$ cat config.mk
export PLATFORM = sky130hd
export DESIGN_NAME = conv_accel_top
export DESIGN_NICKNAME = d
export VERILOG_FILES = /design/src/hw/conv_pkg.sv /design/src/hw/mem_requester.sv /design/src/hw/conv_config_loader.sv /design/src/hw/conv_controller.sv /design/src/hw/conv_datapath.sv /design/src/hw/conv_accel_top.sv
export SDC_FILE = /design/constraint.sdc
export NUM_CORES = 2
export LEC_CHECK = 0
export BUFFER_PORTS_ARGS = -buffer_cell sky130_fd_sc_hd__buf_2
export CORE_ASPECT_RATIO = 2
export CORE_MARGIN = 2
export CORE_UTILIZATION = 40
export CTS_CLUSTER_SIZE = 8
export DETAILED_ROUTE_END_ITERATION = 7
export PLACE_DENSITY_LB_ADDON = 0.25
export RECOVER_POWER = 50
export SLEW_MARGIN = 5
export SYNTH_ARGS = -nofsm -noshare
export SYNTH_HDL_FRONTEND = slang
export SYNTH_SLANG_ARGS = --single-unit
$ cat constraint.sdc
create_clock -name clk -period 17.4 [get_ports clk]
set_input_delay 0.87 -clock clk [delete_from_list [all_inputs] [get_ports clk]]
set_output_delay 0.87 -clock clk [all_outputs]
set_load 0.01 [all_outputs]
$ cat src/hw/conv_pkg.sv
package conv_pkg;

	// data widths
	localparam int pix_w  = 8;
	localparam int tap_w  = 8;
	localparam int n_taps = 9;
	localparam int mem_w  = 32;
	localparam int addr_w = 32;
	localparam int dim_w  = 16;

	// nine products of u8 pixel and s8 tap, no overflow
	localparam int sum_w = 20;

	localparam int pix_max = (2 ** pix_w) - 1; // saturation ceiling

	// configuration block in external memory
	localparam logic [addr_w-1:0] config_addr = 32'h1000_0000;
	localparam int config_words = 13;

	// word offsets inside the configuration block
	localparam int cfg_width  = 0;
	localparam int cfg_height = 1;
	localparam int cfg_src    = 2;
	localparam int cfg_dst    = 3;
	localparam int cfg_tap0   = 4; // taps 0..8, row-major, tap 0 is top-left

	// compute strobe to result valid
	localparam int pipe_depth = 2;

endpackage

$ cat src/hw/mem_requester.sv
module mem_requester (
	input  logic                          clk,
	input  logic                          rst_n,
	input  logic                          cmd_valid,
	input  logic                          cmd_we,
	input  logic [conv_pkg::addr_w-1:0]   cmd_addr,
	input  logic [conv_pkg::mem_w-1:0]    cmd_wdata,
	input  logic                          mem_ack,
	input  logic [conv_pkg::mem_w-1:0]    mem_rdata,
	output logic                          busy,
	output logic                          rsp_valid,
	output logic [conv_pkg::mem_w-1:0]    rsp_rdata,
	output logic                          mem_req,
	output logic                          mem_we,
	output logic [conv_pkg::addr_w-1:0]   mem_addr,
	output logic [conv_pkg::mem_w-1:0]    mem_wdata
);

	typedef enum logic [1:0] {
		rq_idle,
		rq_wait_hi,
		rq_wait_lo,
		rq_resp
	} rq_state_t;

	rq_state_t state;
	logic      accept;

	assign busy      = (state == rq_wait_hi) || (state == rq_wait_lo);
	assign accept    = cmd_valid && !busy;
	assign mem_req   = (state == rq_wait_hi);
	assign rsp_valid = (state == rq_resp); // ack already back low here

	always_ff @(posedge clk, negedge rst_n) begin
		if (!rst_n) begin
			state  <= rq_idle;
			mem_we <= 1'b0;
		end else begin
			case (state)
				rq_idle, rq_resp: begin
					if (accept) begin
						state  <= rq_wait_hi;
						mem_we <= cmd_we;
					end else begin
						state <= rq_idle;
					end
				end
				rq_wait_hi: if (mem_ack) state <= rq_wait_lo;
				rq_wait_lo: if (!mem_ack) state <= rq_resp;
				default: state <= rq_idle;
			endcase
		end
	end

	// command held stable for the whole handshake
	always_ff @(posedge clk) begin
		if (accept) begin
			mem_addr  <= cmd_addr;
			mem_wdata <= cmd_wdata;
		end
		if (mem_req && mem_ack) begin
			rsp_rdata <= mem_rdata;
		end
	end

endmodule

$ cat src/hw/conv_config_loader.sv
module conv_config_loader (
	input  logic                                 clk,
	input  logic                                 rst_n,
	input  logic                                 load_start,
	input  logic                                 rsp_valid,
	input  logic [conv_pkg::mem_w-1:0]           rsp_rdata,
	input  logic                                 req_busy,
	output logic                                 ld_cmd_valid,
	output logic [conv_pkg::addr_w-1:0]          ld_cmd_addr,
	output logic                                 load_done,
	output logic [conv_pkg::dim_w-1:0]           image_width,
	output logic [conv_pkg::dim_w-1:0]           image_height,
	output logic [conv_pkg::addr_w-1:0]          src_addr,
	output logic [conv_pkg::addr_w-1:0]          dst_addr,
	output logic signed [conv_pkg::tap_w-1:0]    tap0,
	output logic signed [conv_pkg::tap_w-1:0]    tap1,
	output logic signed [conv_pkg::tap_w-1:0]    tap2,
	output logic signed [conv_pkg::tap_w-1:0]    tap3,
	output logic signed [conv_pkg::tap_w-1:0]    tap4,
	output logic signed [conv_pkg::tap_w-1:0]    tap5,
	output logic signed [conv_pkg::tap_w-1:0]    tap6,
	output logic signed [conv_pkg::tap_w-1:0]    tap7,
	output logic signed [conv_pkg::tap_w-1:0]    tap8
);

	typedef enum logic [1:0] {
		ld_idle,
		ld_issue,
		ld_wait
	} ld_state_t;

	ld_state_t state;
	logic [3:0] idx; // word offset being fetched
	logic       last;
	logic signed [conv_pkg::tap_w-1:0] taps [conv_pkg::n_taps];

	assign last         = (idx == 4'(conv_pkg::config_words - 1));
	assign ld_cmd_valid = (state == ld_issue) && !req_busy;
	assign ld_cmd_addr  = conv_pkg::config_addr + conv_pkg::addr_w'(idx);

	always_ff @(posedge clk, negedge rst_n) begin
		if (!rst_n) begin
			state     <= ld_idle;
			idx       <= '0;
			load_done <= 1'b0;
		end else begin
			load_done <= 1'b0;
			case (state)
				ld_idle: begin
					if (load_start) begin
						idx   <= '0;
						state <= ld_issue;
					end
				end
				ld_issue: if (!req_busy) state <= ld_wait;
				ld_wait: begin
					if (rsp_valid) begin
						if (last) begin
							load_done <= 1'b1;
							state     <= ld_idle;
						end else begin
							idx   <= idx + 4'd1;
							state <= ld_issue;
						end
					end
				end
				default: state <= ld_idle;
			endcase
		end
	end

	// steer each word by its offset
	always_ff @(posedge clk) begin
		if ((state == ld_wait) && rsp_valid) begin
			case (idx)
				4'(conv_pkg::cfg_width):  image_width  <= rsp_rdata[conv_pkg::dim_w-1:0];
				4'(conv_pkg::cfg_height): image_height <= rsp_rdata[conv_pkg::dim_w-1:0];
				4'(conv_pkg::cfg_src):    src_addr     <= rsp_rdata[conv_pkg::addr_w-1:0];
				4'(conv_pkg::cfg_dst):    dst_addr     <= rsp_rdata[conv_pkg::addr_w-1:0];
				default: taps[idx - 4'(conv_pkg::cfg_tap0)] <= rsp_rdata[conv_pkg::tap_w-1:0];
			endcase
		end
	end

	assign tap0 = taps[0];
	assign tap1 = taps[1];
	assign tap2 = taps[2];
	assign tap3 = taps[3];
	assign tap4 = taps[4];
	assign tap5 = taps[5];
	assign tap6 = taps[6];
	assign tap7 = taps[7];
	assign tap8 = taps[8];

endmodule

$ cat src/hw/conv_controller.sv
module conv_controller (
	input  logic                                 clk,
	input  logic                                 rst_n,
	input  logic                                 start,
	input  logic                                 busy_req,
	input  logic                                 rsp_valid,
	input  logic [conv_pkg::mem_w-1:0]           rsp_rdata,
	input  logic                                 res_valid,
	input  logic [conv_pkg::pix_w-1:0]           res_data,
	output logic                                 busy,
	output logic                                 done,
	output logic                                 cmd_valid,
	output logic                                 cmd_we,
	output logic [conv_pkg::addr_w-1:0]          cmd_addr,
	output logic [conv_pkg::mem_w-1:0]           cmd_wdata,
	output logic                                 pix_valid,
	output logic [1:0]                           pix_row,
	output logic [conv_pkg::pix_w-1:0]           pix_data,
	output logic                                 shift_cols,
	output logic                                 compute,
	output logic signed [conv_pkg::tap_w-1:0]    tap0,
	output logic signed [conv_pkg::tap_w-1:0]    tap1,
	output logic signed [conv_pkg::tap_w-1:0]    tap2,
	output logic signed [conv_pkg::tap_w-1:0]    tap3,
	output logic signed [conv_pkg::tap_w-1:0]    tap4,
	output logic signed [conv_pkg::tap_w-1:0]    tap5,
	output logic signed [conv_pkg::tap_w-1:0]    tap6,
	output logic signed [conv_pkg::tap_w-1:0]    tap7,
	output logic signed [conv_pkg::tap_w-1:0]    tap8
);

	typedef enum logic [3:0] {
		st_idle,
		st_config,
		st_read_pix,
		st_shift,
		st_compute,
		st_wait_res,
		st_write_res,
		st_next,
		st_finish
	} state_t;

	state_t state;
	logic load_start, ld_cmd_valid, load_done;
	logic issued; // own command in flight
	logic own_cmd, small_img, col_last, row_last;
	logic [conv_pkg::addr_w-1:0] ld_cmd_addr, src_addr, dst_addr, width_a;
	logic [conv_pkg::addr_w-1:0] row_base, col_base, pix_addr, res_addr;
	logic [conv_pkg::dim_w-1:0]  image_width, image_height, row, col;
	logic [1:0]                  pr;
	logic [conv_pkg::pix_w-1:0]  res_byte;

	conv_config_loader loader0 (
		.clk          (clk),
		.rst_n        (rst_n),
		.load_start   (load_start),
		.rsp_valid    (rsp_valid),
		.rsp_rdata    (rsp_rdata),
		.req_busy     (busy_req),
		.ld_cmd_valid (ld_cmd_valid),
		.ld_cmd_addr  (ld_cmd_addr),
		.load_done    (load_done),
		.image_width  (image_width),
		.image_height (image_height),
		.src_addr     (src_addr),
		.dst_addr     (dst_addr),
		.tap0         (tap0),
		.tap1         (tap1),
		.tap2         (tap2),
		.tap3         (tap3),
		.tap4         (tap4),
		.tap5         (tap5),
		.tap6         (tap6),
		.tap7         (tap7),
		.tap8         (tap8)
	);

	assign busy       = !((state == st_idle) || (state == st_finish));
	assign done       = (state == st_finish);
	assign load_start = start && !busy;
	assign width_a    = conv_pkg::addr_w'(image_width);
	assign small_img  = (image_width < 16'd3) || (image_height < 16'd3);
	assign col_last   = (col == image_width - 16'd1);
	assign row_last   = (row == image_height - 16'd3); // last output row
	assign own_cmd    = ((state == st_read_pix) || (state == st_write_res)) && !issued && !busy_req;

	// loader owns the requester during configuration
	always_comb begin
		if (state == st_config) begin
			cmd_valid = ld_cmd_valid;
			cmd_we    = 1'b0;
			cmd_addr  = ld_cmd_addr;
		end else begin
			cmd_valid = own_cmd;
			cmd_we    = (state == st_write_res);
			cmd_addr  = cmd_we ? res_addr : pix_addr;
		end
	end

	assign cmd_wdata  = {{(conv_pkg::mem_w - conv_pkg::pix_w){1'b0}}, res_byte};
	assign pix_valid  = (state == st_read_pix) && rsp_valid;
	assign pix_row    = pr;
	assign pix_data   = rsp_rdata[conv_pkg::pix_w-1:0];
	assign shift_cols = (state == st_shift);
	assign compute    = (state == st_compute);

	always_ff @(posedge clk, negedge rst_n) begin
		if (!rst_n) begin
			state    <= st_idle;
			issued   <= 1'b0;
			row      <= '0;
			col      <= '0;
			pr       <= '0;
			row_base <= '0;
			col_base <= '0;
			pix_addr <= '0;
			res_addr <= '0;
		end else begin
			case (state)
				st_idle, st_finish: state <= load_start ? st_config : st_idle;
				st_config: begin
					if (load_done) begin
						if (small_img) begin
							state <= st_finish; // nothing to convolve
						end else begin
							row      <= '0;
							col      <= '0;
							pr       <= '0;
							row_base <= src_addr;
							col_base <= src_addr;
							pix_addr <= src_addr;
							res_addr <= dst_addr; // results are contiguous
							state    <= st_read_pix;
						end
					end
				end
				st_read_pix: begin
					if (own_cmd) issued <= 1'b1;
					if (rsp_valid && issued) begin
						issued   <= 1'b0;
						pr       <= pr + 2'd1;
						pix_addr <= pix_addr + width_a; // next row down
						if (pr == 2'd2) begin
							pr    <= '0;
							state <= st_shift;
						end
					end
				end
				st_shift: begin
					if (col < 16'd2) begin // window still filling
						col      <= col + 16'd1;
						col_base <= col_base + 32'd1;
						pix_addr <= col_base + 32'd1;
						state    <= st_read_pix;
					end else begin
						state <= st_compute;
					end
				end
				st_compute: state <= st_wait_res;
				st_wait_res: if (res_valid) state <= st_write_res;
				st_write_res: begin
					if (own_cmd) issued <= 1'b1;
					if (rsp_valid && issued) begin
						issued   <= 1'b0;
						res_addr <= res_addr + 32'd1;
						state    <= st_next;
					end
				end
				st_next: begin
					if (col_last) begin
						if (row_last) begin
							state <= st_finish;
						end else begin
							row      <= row + 16'd1;
							col      <= '0;
							row_base <= row_base + width_a;
							col_base <= row_base + width_a;
							pix_addr <= row_base + width_a;
							state    <= st_read_pix;
						end
					end else begin
						col      <= col + 16'd1;
						col_base <= col_base + 32'd1;
						pix_addr <= col_base + 32'd1;
						state    <= st_read_pix;
					end
				end
				default: state <= st_idle;
			endcase
		end
	end

	always_ff @(posedge clk) begin
		if (res_valid) res_byte <= res_data;
	end

endmodule

$ cat src/hw/conv_datapath.sv
module conv_datapath (
	input  logic                                 clk,
	input  logic                                 rst_n,
	input  logic                                 pix_valid,
	input  logic [1:0]                           pix_row,
	input  logic [conv_pkg::pix_w-1:0]           pix_data,
	input  logic                                 shift_cols,
	input  logic                                 compute,
	input  logic signed [conv_pkg::tap_w-1:0]    tap0,
	input  logic signed [conv_pkg::tap_w-1:0]    tap1,
	input  logic signed [conv_pkg::tap_w-1:0]    tap2,
	input  logic signed [conv_pkg::tap_w-1:0]    tap3,
	input  logic signed [conv_pkg::tap_w-1:0]    tap4,
	input  logic signed [conv_pkg::tap_w-1:0]    tap5,
	input  logic signed [conv_pkg::tap_w-1:0]    tap6,
	input  logic signed [conv_pkg::tap_w-1:0]    tap7,
	input  logic signed [conv_pkg::tap_w-1:0]    tap8,
	output logic                                 res_valid,
	output logic [conv_pkg::pix_w-1:0]           res_data
);

	logic [conv_pkg::pix_w-1:0] stage [3];
	logic [conv_pkg::pix_w-1:0] win [conv_pkg::n_taps]; // row-major, column 0 oldest
	logic signed [conv_pkg::tap_w-1:0] taps [conv_pkg::n_taps];
	logic signed [conv_pkg::pix_w+conv_pkg::tap_w:0] prod [conv_pkg::n_taps];
	logic signed [conv_pkg::sum_w-1:0] sum;
	logic [conv_pkg::pipe_depth-1:0] vld;

	assign taps = '{tap0, tap1, tap2, tap3, tap4, tap5, tap6, tap7, tap8};

	always_ff @(posedge clk) begin
		if (pix_valid) stage[pix_row] <= pix_data;
		if (shift_cols) begin
			for (int r = 0; r < 3; r++) begin
				win[3*r]   <= win[3*r+1];
				win[3*r+1] <= win[3*r+2];
				win[3*r+2] <= stage[r];
			end
		end
		if (compute) begin // stage one
			for (int k = 0; k < conv_pkg::n_taps; k++) begin
				prod[k] <= $signed({1'b0, win[k]}) * taps[k];
			end
		end
	end

	always_comb begin
		sum = '0;
		for (int k = 0; k < conv_pkg::n_taps; k++) begin
			sum = sum + conv_pkg::sum_w'(prod[k]);
		end
	end

	always_ff @(posedge clk, negedge rst_n) begin
		if (!rst_n) vld <= '0;
		else        vld <= {vld[conv_pkg::pipe_depth-2:0], compute};
	end

	assign res_valid = vld[conv_pkg::pipe_depth-1];

	// stage two, clamp to unsigned byte
	always_ff @(posedge clk) begin
		if (vld[0]) begin
			if (sum < 0)
				res_data <= '0;
			else if (sum > conv_pkg::sum_w'(conv_pkg::pix_max))
				res_data <= conv_pkg::pix_w'(conv_pkg::pix_max);
			else
				res_data <= sum[conv_pkg::pix_w-1:0];
		end
	end

endmodule

$ cat src/hw/conv_accel_top.sv
module conv_accel_top (
	input  logic                           clk,
	input  logic                           rst_n,
	input  logic                           start,
	input  logic                           mem_ack,
	input  logic [conv_pkg::mem_w-1:0]     mem_rdata,
	output logic                           busy,
	output logic                           done,
	output logic                           mem_req,
	output logic                           mem_we,
	output logic [conv_pkg::addr_w-1:0]    mem_addr,
	output logic [conv_pkg::mem_w-1:0]     mem_wdata
);

	logic cmd_valid, cmd_we, busy_req, rsp_valid;
	logic [conv_pkg::addr_w-1:0] cmd_addr;
	logic [conv_pkg::mem_w-1:0]  cmd_wdata, rsp_rdata;
	logic pix_valid, shift_cols, compute, res_valid;
	logic [1:0] pix_row;
	logic [conv_pkg::pix_w-1:0] pix_data, res_data;
	logic signed [conv_pkg::tap_w-1:0] tap0, tap1, tap2, tap3, tap4;
	logic signed [conv_pkg::tap_w-1:0] tap5, tap6, tap7, tap8;

	conv_controller ctrl0 (
		.clk        (clk),
		.rst_n      (rst_n),
		.start      (start),
		.busy_req   (busy_req),
		.rsp_valid  (rsp_valid),
		.rsp_rdata  (rsp_rdata),
		.res_valid  (res_valid),
		.res_data   (res_data),
		.busy       (busy),
		.done       (done),
		.cmd_valid  (cmd_valid),
		.cmd_we     (cmd_we),
		.cmd_addr   (cmd_addr),
		.cmd_wdata  (cmd_wdata),
		.pix_valid  (pix_valid),
		.pix_row    (pix_row),
		.pix_data   (pix_data),
		.shift_cols (shift_cols),
		.compute    (compute),
		.tap0(tap0), .tap1(tap1), .tap2(tap2), .tap3(tap3), .tap4(tap4),
		.tap5(tap5), .tap6(tap6), .tap7(tap7), .tap8(tap8)
	);

	mem_requester req0 (
		.clk       (clk),
		.rst_n     (rst_n),
		.cmd_valid (cmd_valid),
		.cmd_we    (cmd_we),
		.cmd_addr  (cmd_addr),
		.cmd_wdata (cmd_wdata),
		.mem_ack   (mem_ack),
		.mem_rdata (mem_rdata),
		.busy      (busy_req),
		.rsp_valid (rsp_valid),
		.rsp_rdata (rsp_rdata),
		.mem_req   (mem_req),
		.mem_we    (mem_we),
		.mem_addr  (mem_addr),
		.mem_wdata (mem_wdata)
	);

	conv_datapath dp0 (
		.clk        (clk),
		.rst_n      (rst_n),
		.pix_valid  (pix_valid),
		.pix_row    (pix_row),
		.pix_data   (pix_data),
		.shift_cols (shift_cols),
		.compute    (compute),
		.tap0(tap0), .tap1(tap1), .tap2(tap2), .tap3(tap3), .tap4(tap4),
		.tap5(tap5), .tap6(tap6), .tap7(tap7), .tap8(tap8),
		.res_valid  (res_valid),
		.res_data   (res_data)
	);

endmodule

==> flow_summary_export.csv <==
group,metric,value,unit
worst_setup_path,r2r_slack,8670,ps
worst_setup_path,cp_slowest_cell,"o41ai_1",
sta,setup_violations,0,
worst_setup_path,critPathArrivalTime,9180,ps
clock_network,cts_buffer_depth,3,
sta,tightest_slew,4400,ps
detailed_routing,drt_drc_violations_left,0,
power_and_ir_drop,total_power,3.99,mW
power_and_ir_drop,switching_share,0.259,
final_layout,area_growth,9.87,%
power_and_ir_drop,clock_power_share,0.453,
yosys,synth_seq_area_share,0.373,
clock_network,cts_setup_buffers,0,
clock_network,cts.htree.levels,3,
yosys,synth-seq-cells,684,
sta,fin_setup_tns,0,ps
power_and_ir_drop,p_leak,24.9,nW
power_and_ir_drop,powerDensity,69.0,nW/um^2
grt,grt_use_met1,0.224,
grt,grt_max_degree,152,
floorplan,dieArea,135000,um^2
hold_path,hold_start,"mem_rdata[4]",
worst_setup_path,path_common_cell,"fa_1",
sta,post-route-period-util,0.502,
grt,grt_pass1_wl,250000,um
clock_network,cts_buffers,96,
power_and_ir_drop,worst_ir_drop_vdd,81.1,uV
run,cap_viol_max_count,17,
detailed_routing,post_drt_wl_per_cell,24.2,um
power_and_ir_drop,power_frac_seq,0.478,
detailed_routing,routed_wl,166000,um
grt,grt_pass1_vias,40900,
worst_setup_path,worst_setup_path_start_kind,"flip-flop",
worst_setup_path,worst-path-max-fanout,8,
final_layout,regMostFlops,"dp0.prod",
floorplan,start_util,0.402,
power_and_ir_drop,power.internal,2.96,mW
sta,timing.slew.headroom,-1.93,
grt,grt_usage,0.254,
yosys,ys_warn_count,0,
yosys,synth.distinct_cells,92,
sta,clock.fmax,0.115,GHz
clock_network,cts_tree,"done",
clock_network,clk-insertion-delay-late,720,ps
yosys,syn-mean-instance-area,10.6,um^2
worst_setup_path,max_stage_delay,600,ps
yosys,ys_async_sr_fraction,0.262,
final_layout,drive_gt1_frac,0.0444,
clock_network,cts_hold_buf,0,
detailed_routing,vias,37900,
grt,gr-total-overflow,0,
yosys,yosys.area.top_type,"edfxtp_1",
sta,finClkSkew,50.9,ps
clock_network,cts-root-buf,"clkbuf_16",
detailed_routing,dr.pass1.iters,7,
grt,gr-usage-met3,0.0364,
floorplan,die_h,517,um
placed_design,globalplace.congestion,0.975,
worst_setup_path,reg2reg_depth,27,
clock_network,clock-sinks,684,
outcome,violations,"capacitance limit, slew limit",
placed_design,port_buffers,79,
final_layout,reg_top3,"dp0.prod: 153 flops, ctrl0.loader0.taps: 72 flops, dp0.win: 72 flops",
grt,grt-busiest-layer,"met2",
worst_setup_path,path_class,"flip-flop to flip-flop",
hold_path,hold_class,"input port to flip-flop",
floorplan,std_cell_rows,188,
yosys,synth.cell_area,52700,um^2
final_layout,largest_reg_flops,153,
worst_setup_path,critPathRequiredTime,17850,ps
worst_setup_path,worstReg2RegStart,"dp0.prod[0][1]",
floorplan,core_area,131000,um^2
final_layout,nets,6038,
detailed_routing,postRouteAntennaNets,0,
clock_network,ctsResizeCount,0,
hold_path,hold_end,"req0.rsp_rdata[4]",
yosys,synth_area_leaders,"edfxtp_1 (29%), fa_1 (17%), ha_1 (11%)",
power_and_ir_drop,p_comb_frac,0.069,
floorplan,io_pins,104,
yosys,synth_edf_count,505,
yosys,syn_inst,4965,
yosys,synthFlopType,"edfxtp_1",
clock_network,clk_pin_slew,50,ps
worst_setup_path,critPathCaptureType,"flip-flop",
detailed_routing,via_per_inst,5.51,
placed_design,hpwlAfterDp,131000,um
grt,use_met2,0.489,
yosys,yosys.area.top_type_share,0.288,
sta,rsz0062_at_grt,"no",
worst_setup_path,worstReg2RegEnd,"dp0.res_data[1]",
power_and_ir_drop,switchingPower,1.04,mW
hold_path,worstHoldPathCells,1,
placed_design,dp.cells,6700,
floorplan,fp.dieW,261,um
sta,fin_crit,8730,ps
outcome,status,"finished with violations",
detailed_routing,drt_iter0_drc,2060,
grt,antenna_found_initial,8,
sta,drv_slew,497,
final_layout,instances_no_fill,6871,
sta,hold_violations,0,
-- worst max path at each step --
stage,start,end,slack [ps],depth (start not counted)
floorplan,ctrl0.state[2],dp0.vld[0],5100,3
global placement,dp0.prod[0][1],dp0.res_data[2],8840,26
detailed placement,dp0.prod[0][1],dp0.res_data[1],8800,27
CTS,dp0.prod[0][1],dp0.res_data[4],8750,27
global route,dp0.prod[0][1],dp0.res_data[4],8320,27
finish,dp0.prod[0][1],dp0.res_data[1],8670,27
-- cells in the final DEF (no fill, tap or decap), types with 64 or more instances in the layout --
cell,count
a21oi_1,212
nand2_1,422
inv_1,664
xor2_1,64
nand3_1,110
clkbuf_1,118
xnor2_1,168
nor3_1,71
fa_1,443
nand2b_1,68
and2_1,302
nor2_1,279
clkbuf_16,96
dfrtp_1,179
ha_1,471
edfxtp_1,505
o21ai_0,163
-- synth_stat cells (31+ instances only) --
master and instances:
and3_1 43, o22ai_1 33, nand2_1 422, nor3_1 72
nand2b_1 68, inv_1 666, a21o_1 39, nor2_1 282
fa_1 443, edfxtp_1 505, o21ai_0 163, nand4_1 42
clkbuf_1 86, and2_1 331, nand3_1 110, o21a_1 32
ha_1 471, xnor2_1 168, a22o_1 42, a21oi_1 212
dfrtp_1 179, o211ai_1 31, a31oi_1 47, xor2_1 64
-- worst max-delay path: cells and delay by family, from the launching register on --
kind | cells | cell delay, ps
adders and majority gates | 8 | 3610
AOI/OAI and AO/OA | 11 | 3170
and+or+nand+nor | 5 | 1050
DFF | 1 | 400
xor gates and xnor gates | 1 | 110
buffers and inverters | 2 | 110
-- cells by family (layout without fill, tap and decap cells) --
family / after synthesis / count (layout) / share of synthesized area
mux: 12 / 12 / 0.00238
buf+inv: 796 / 962 / 0.0590
compound gates: 802 / 802 / 0.100
simple gates: 1523 / 1523 / 0.146
other cells: 1 / 31 / 0.0000712
flops: 684 / 684 / 0.373
xor+xnor: 233 / 233 / 0.0390
fa+ha+maj: 914 / 914 / 0.280
-- stage by stage --
| step | worst slack, ps | hold slack (ps) | utilization | instance area (um^2) |
|---|---|---|---|---|
| 3_3_place_gp | 8840 | 401 | 0.421 | 55100 |
| 3_5_place_dp | 8800 | 405 | 0.421 | 55100 |
| 4_1_cts | 8750 | 151 | 0.442 | 58000 |
| 6_report | 8670 | 318 | 0.442 | 57900 |
| 2_1_floorplan | 5100 | 400 | - | 52700 |
| 5_1_grt | 8320 | 281 | 0.441 | 57800 |
-- area by class of cell --
cell class	count	area, um^2
clock buffers	154	2630
well taps	1710	2140
diodes	7	17.5
inverters	666	2500
repair buffers	132	687
multi-input cells	3508	30000
flip-flops and latches	684	19600
clock inverters	10	204
fillers	12400	73200
-- power by group through the flow --
stage	Clock (mW)	Sequential (mW)	Combinational, mW
finish	1.81	1.91	0.275
floorplan	0	1.91	0.167
global placement	0	1.94	0.275
CTS	1.85	1.91	0.280
detailed placement	0	1.94	0.277
global route	1.91	1.92	0.303
-- routing by layer --
layer,part of all wire,wire (um)
met2,0.55,91800
met3,0.039,6460
met4,0.11,17500
met1,0.30,50400
met5,0.00014,24
Note: power is estimated with default switching activity, not from simulation.
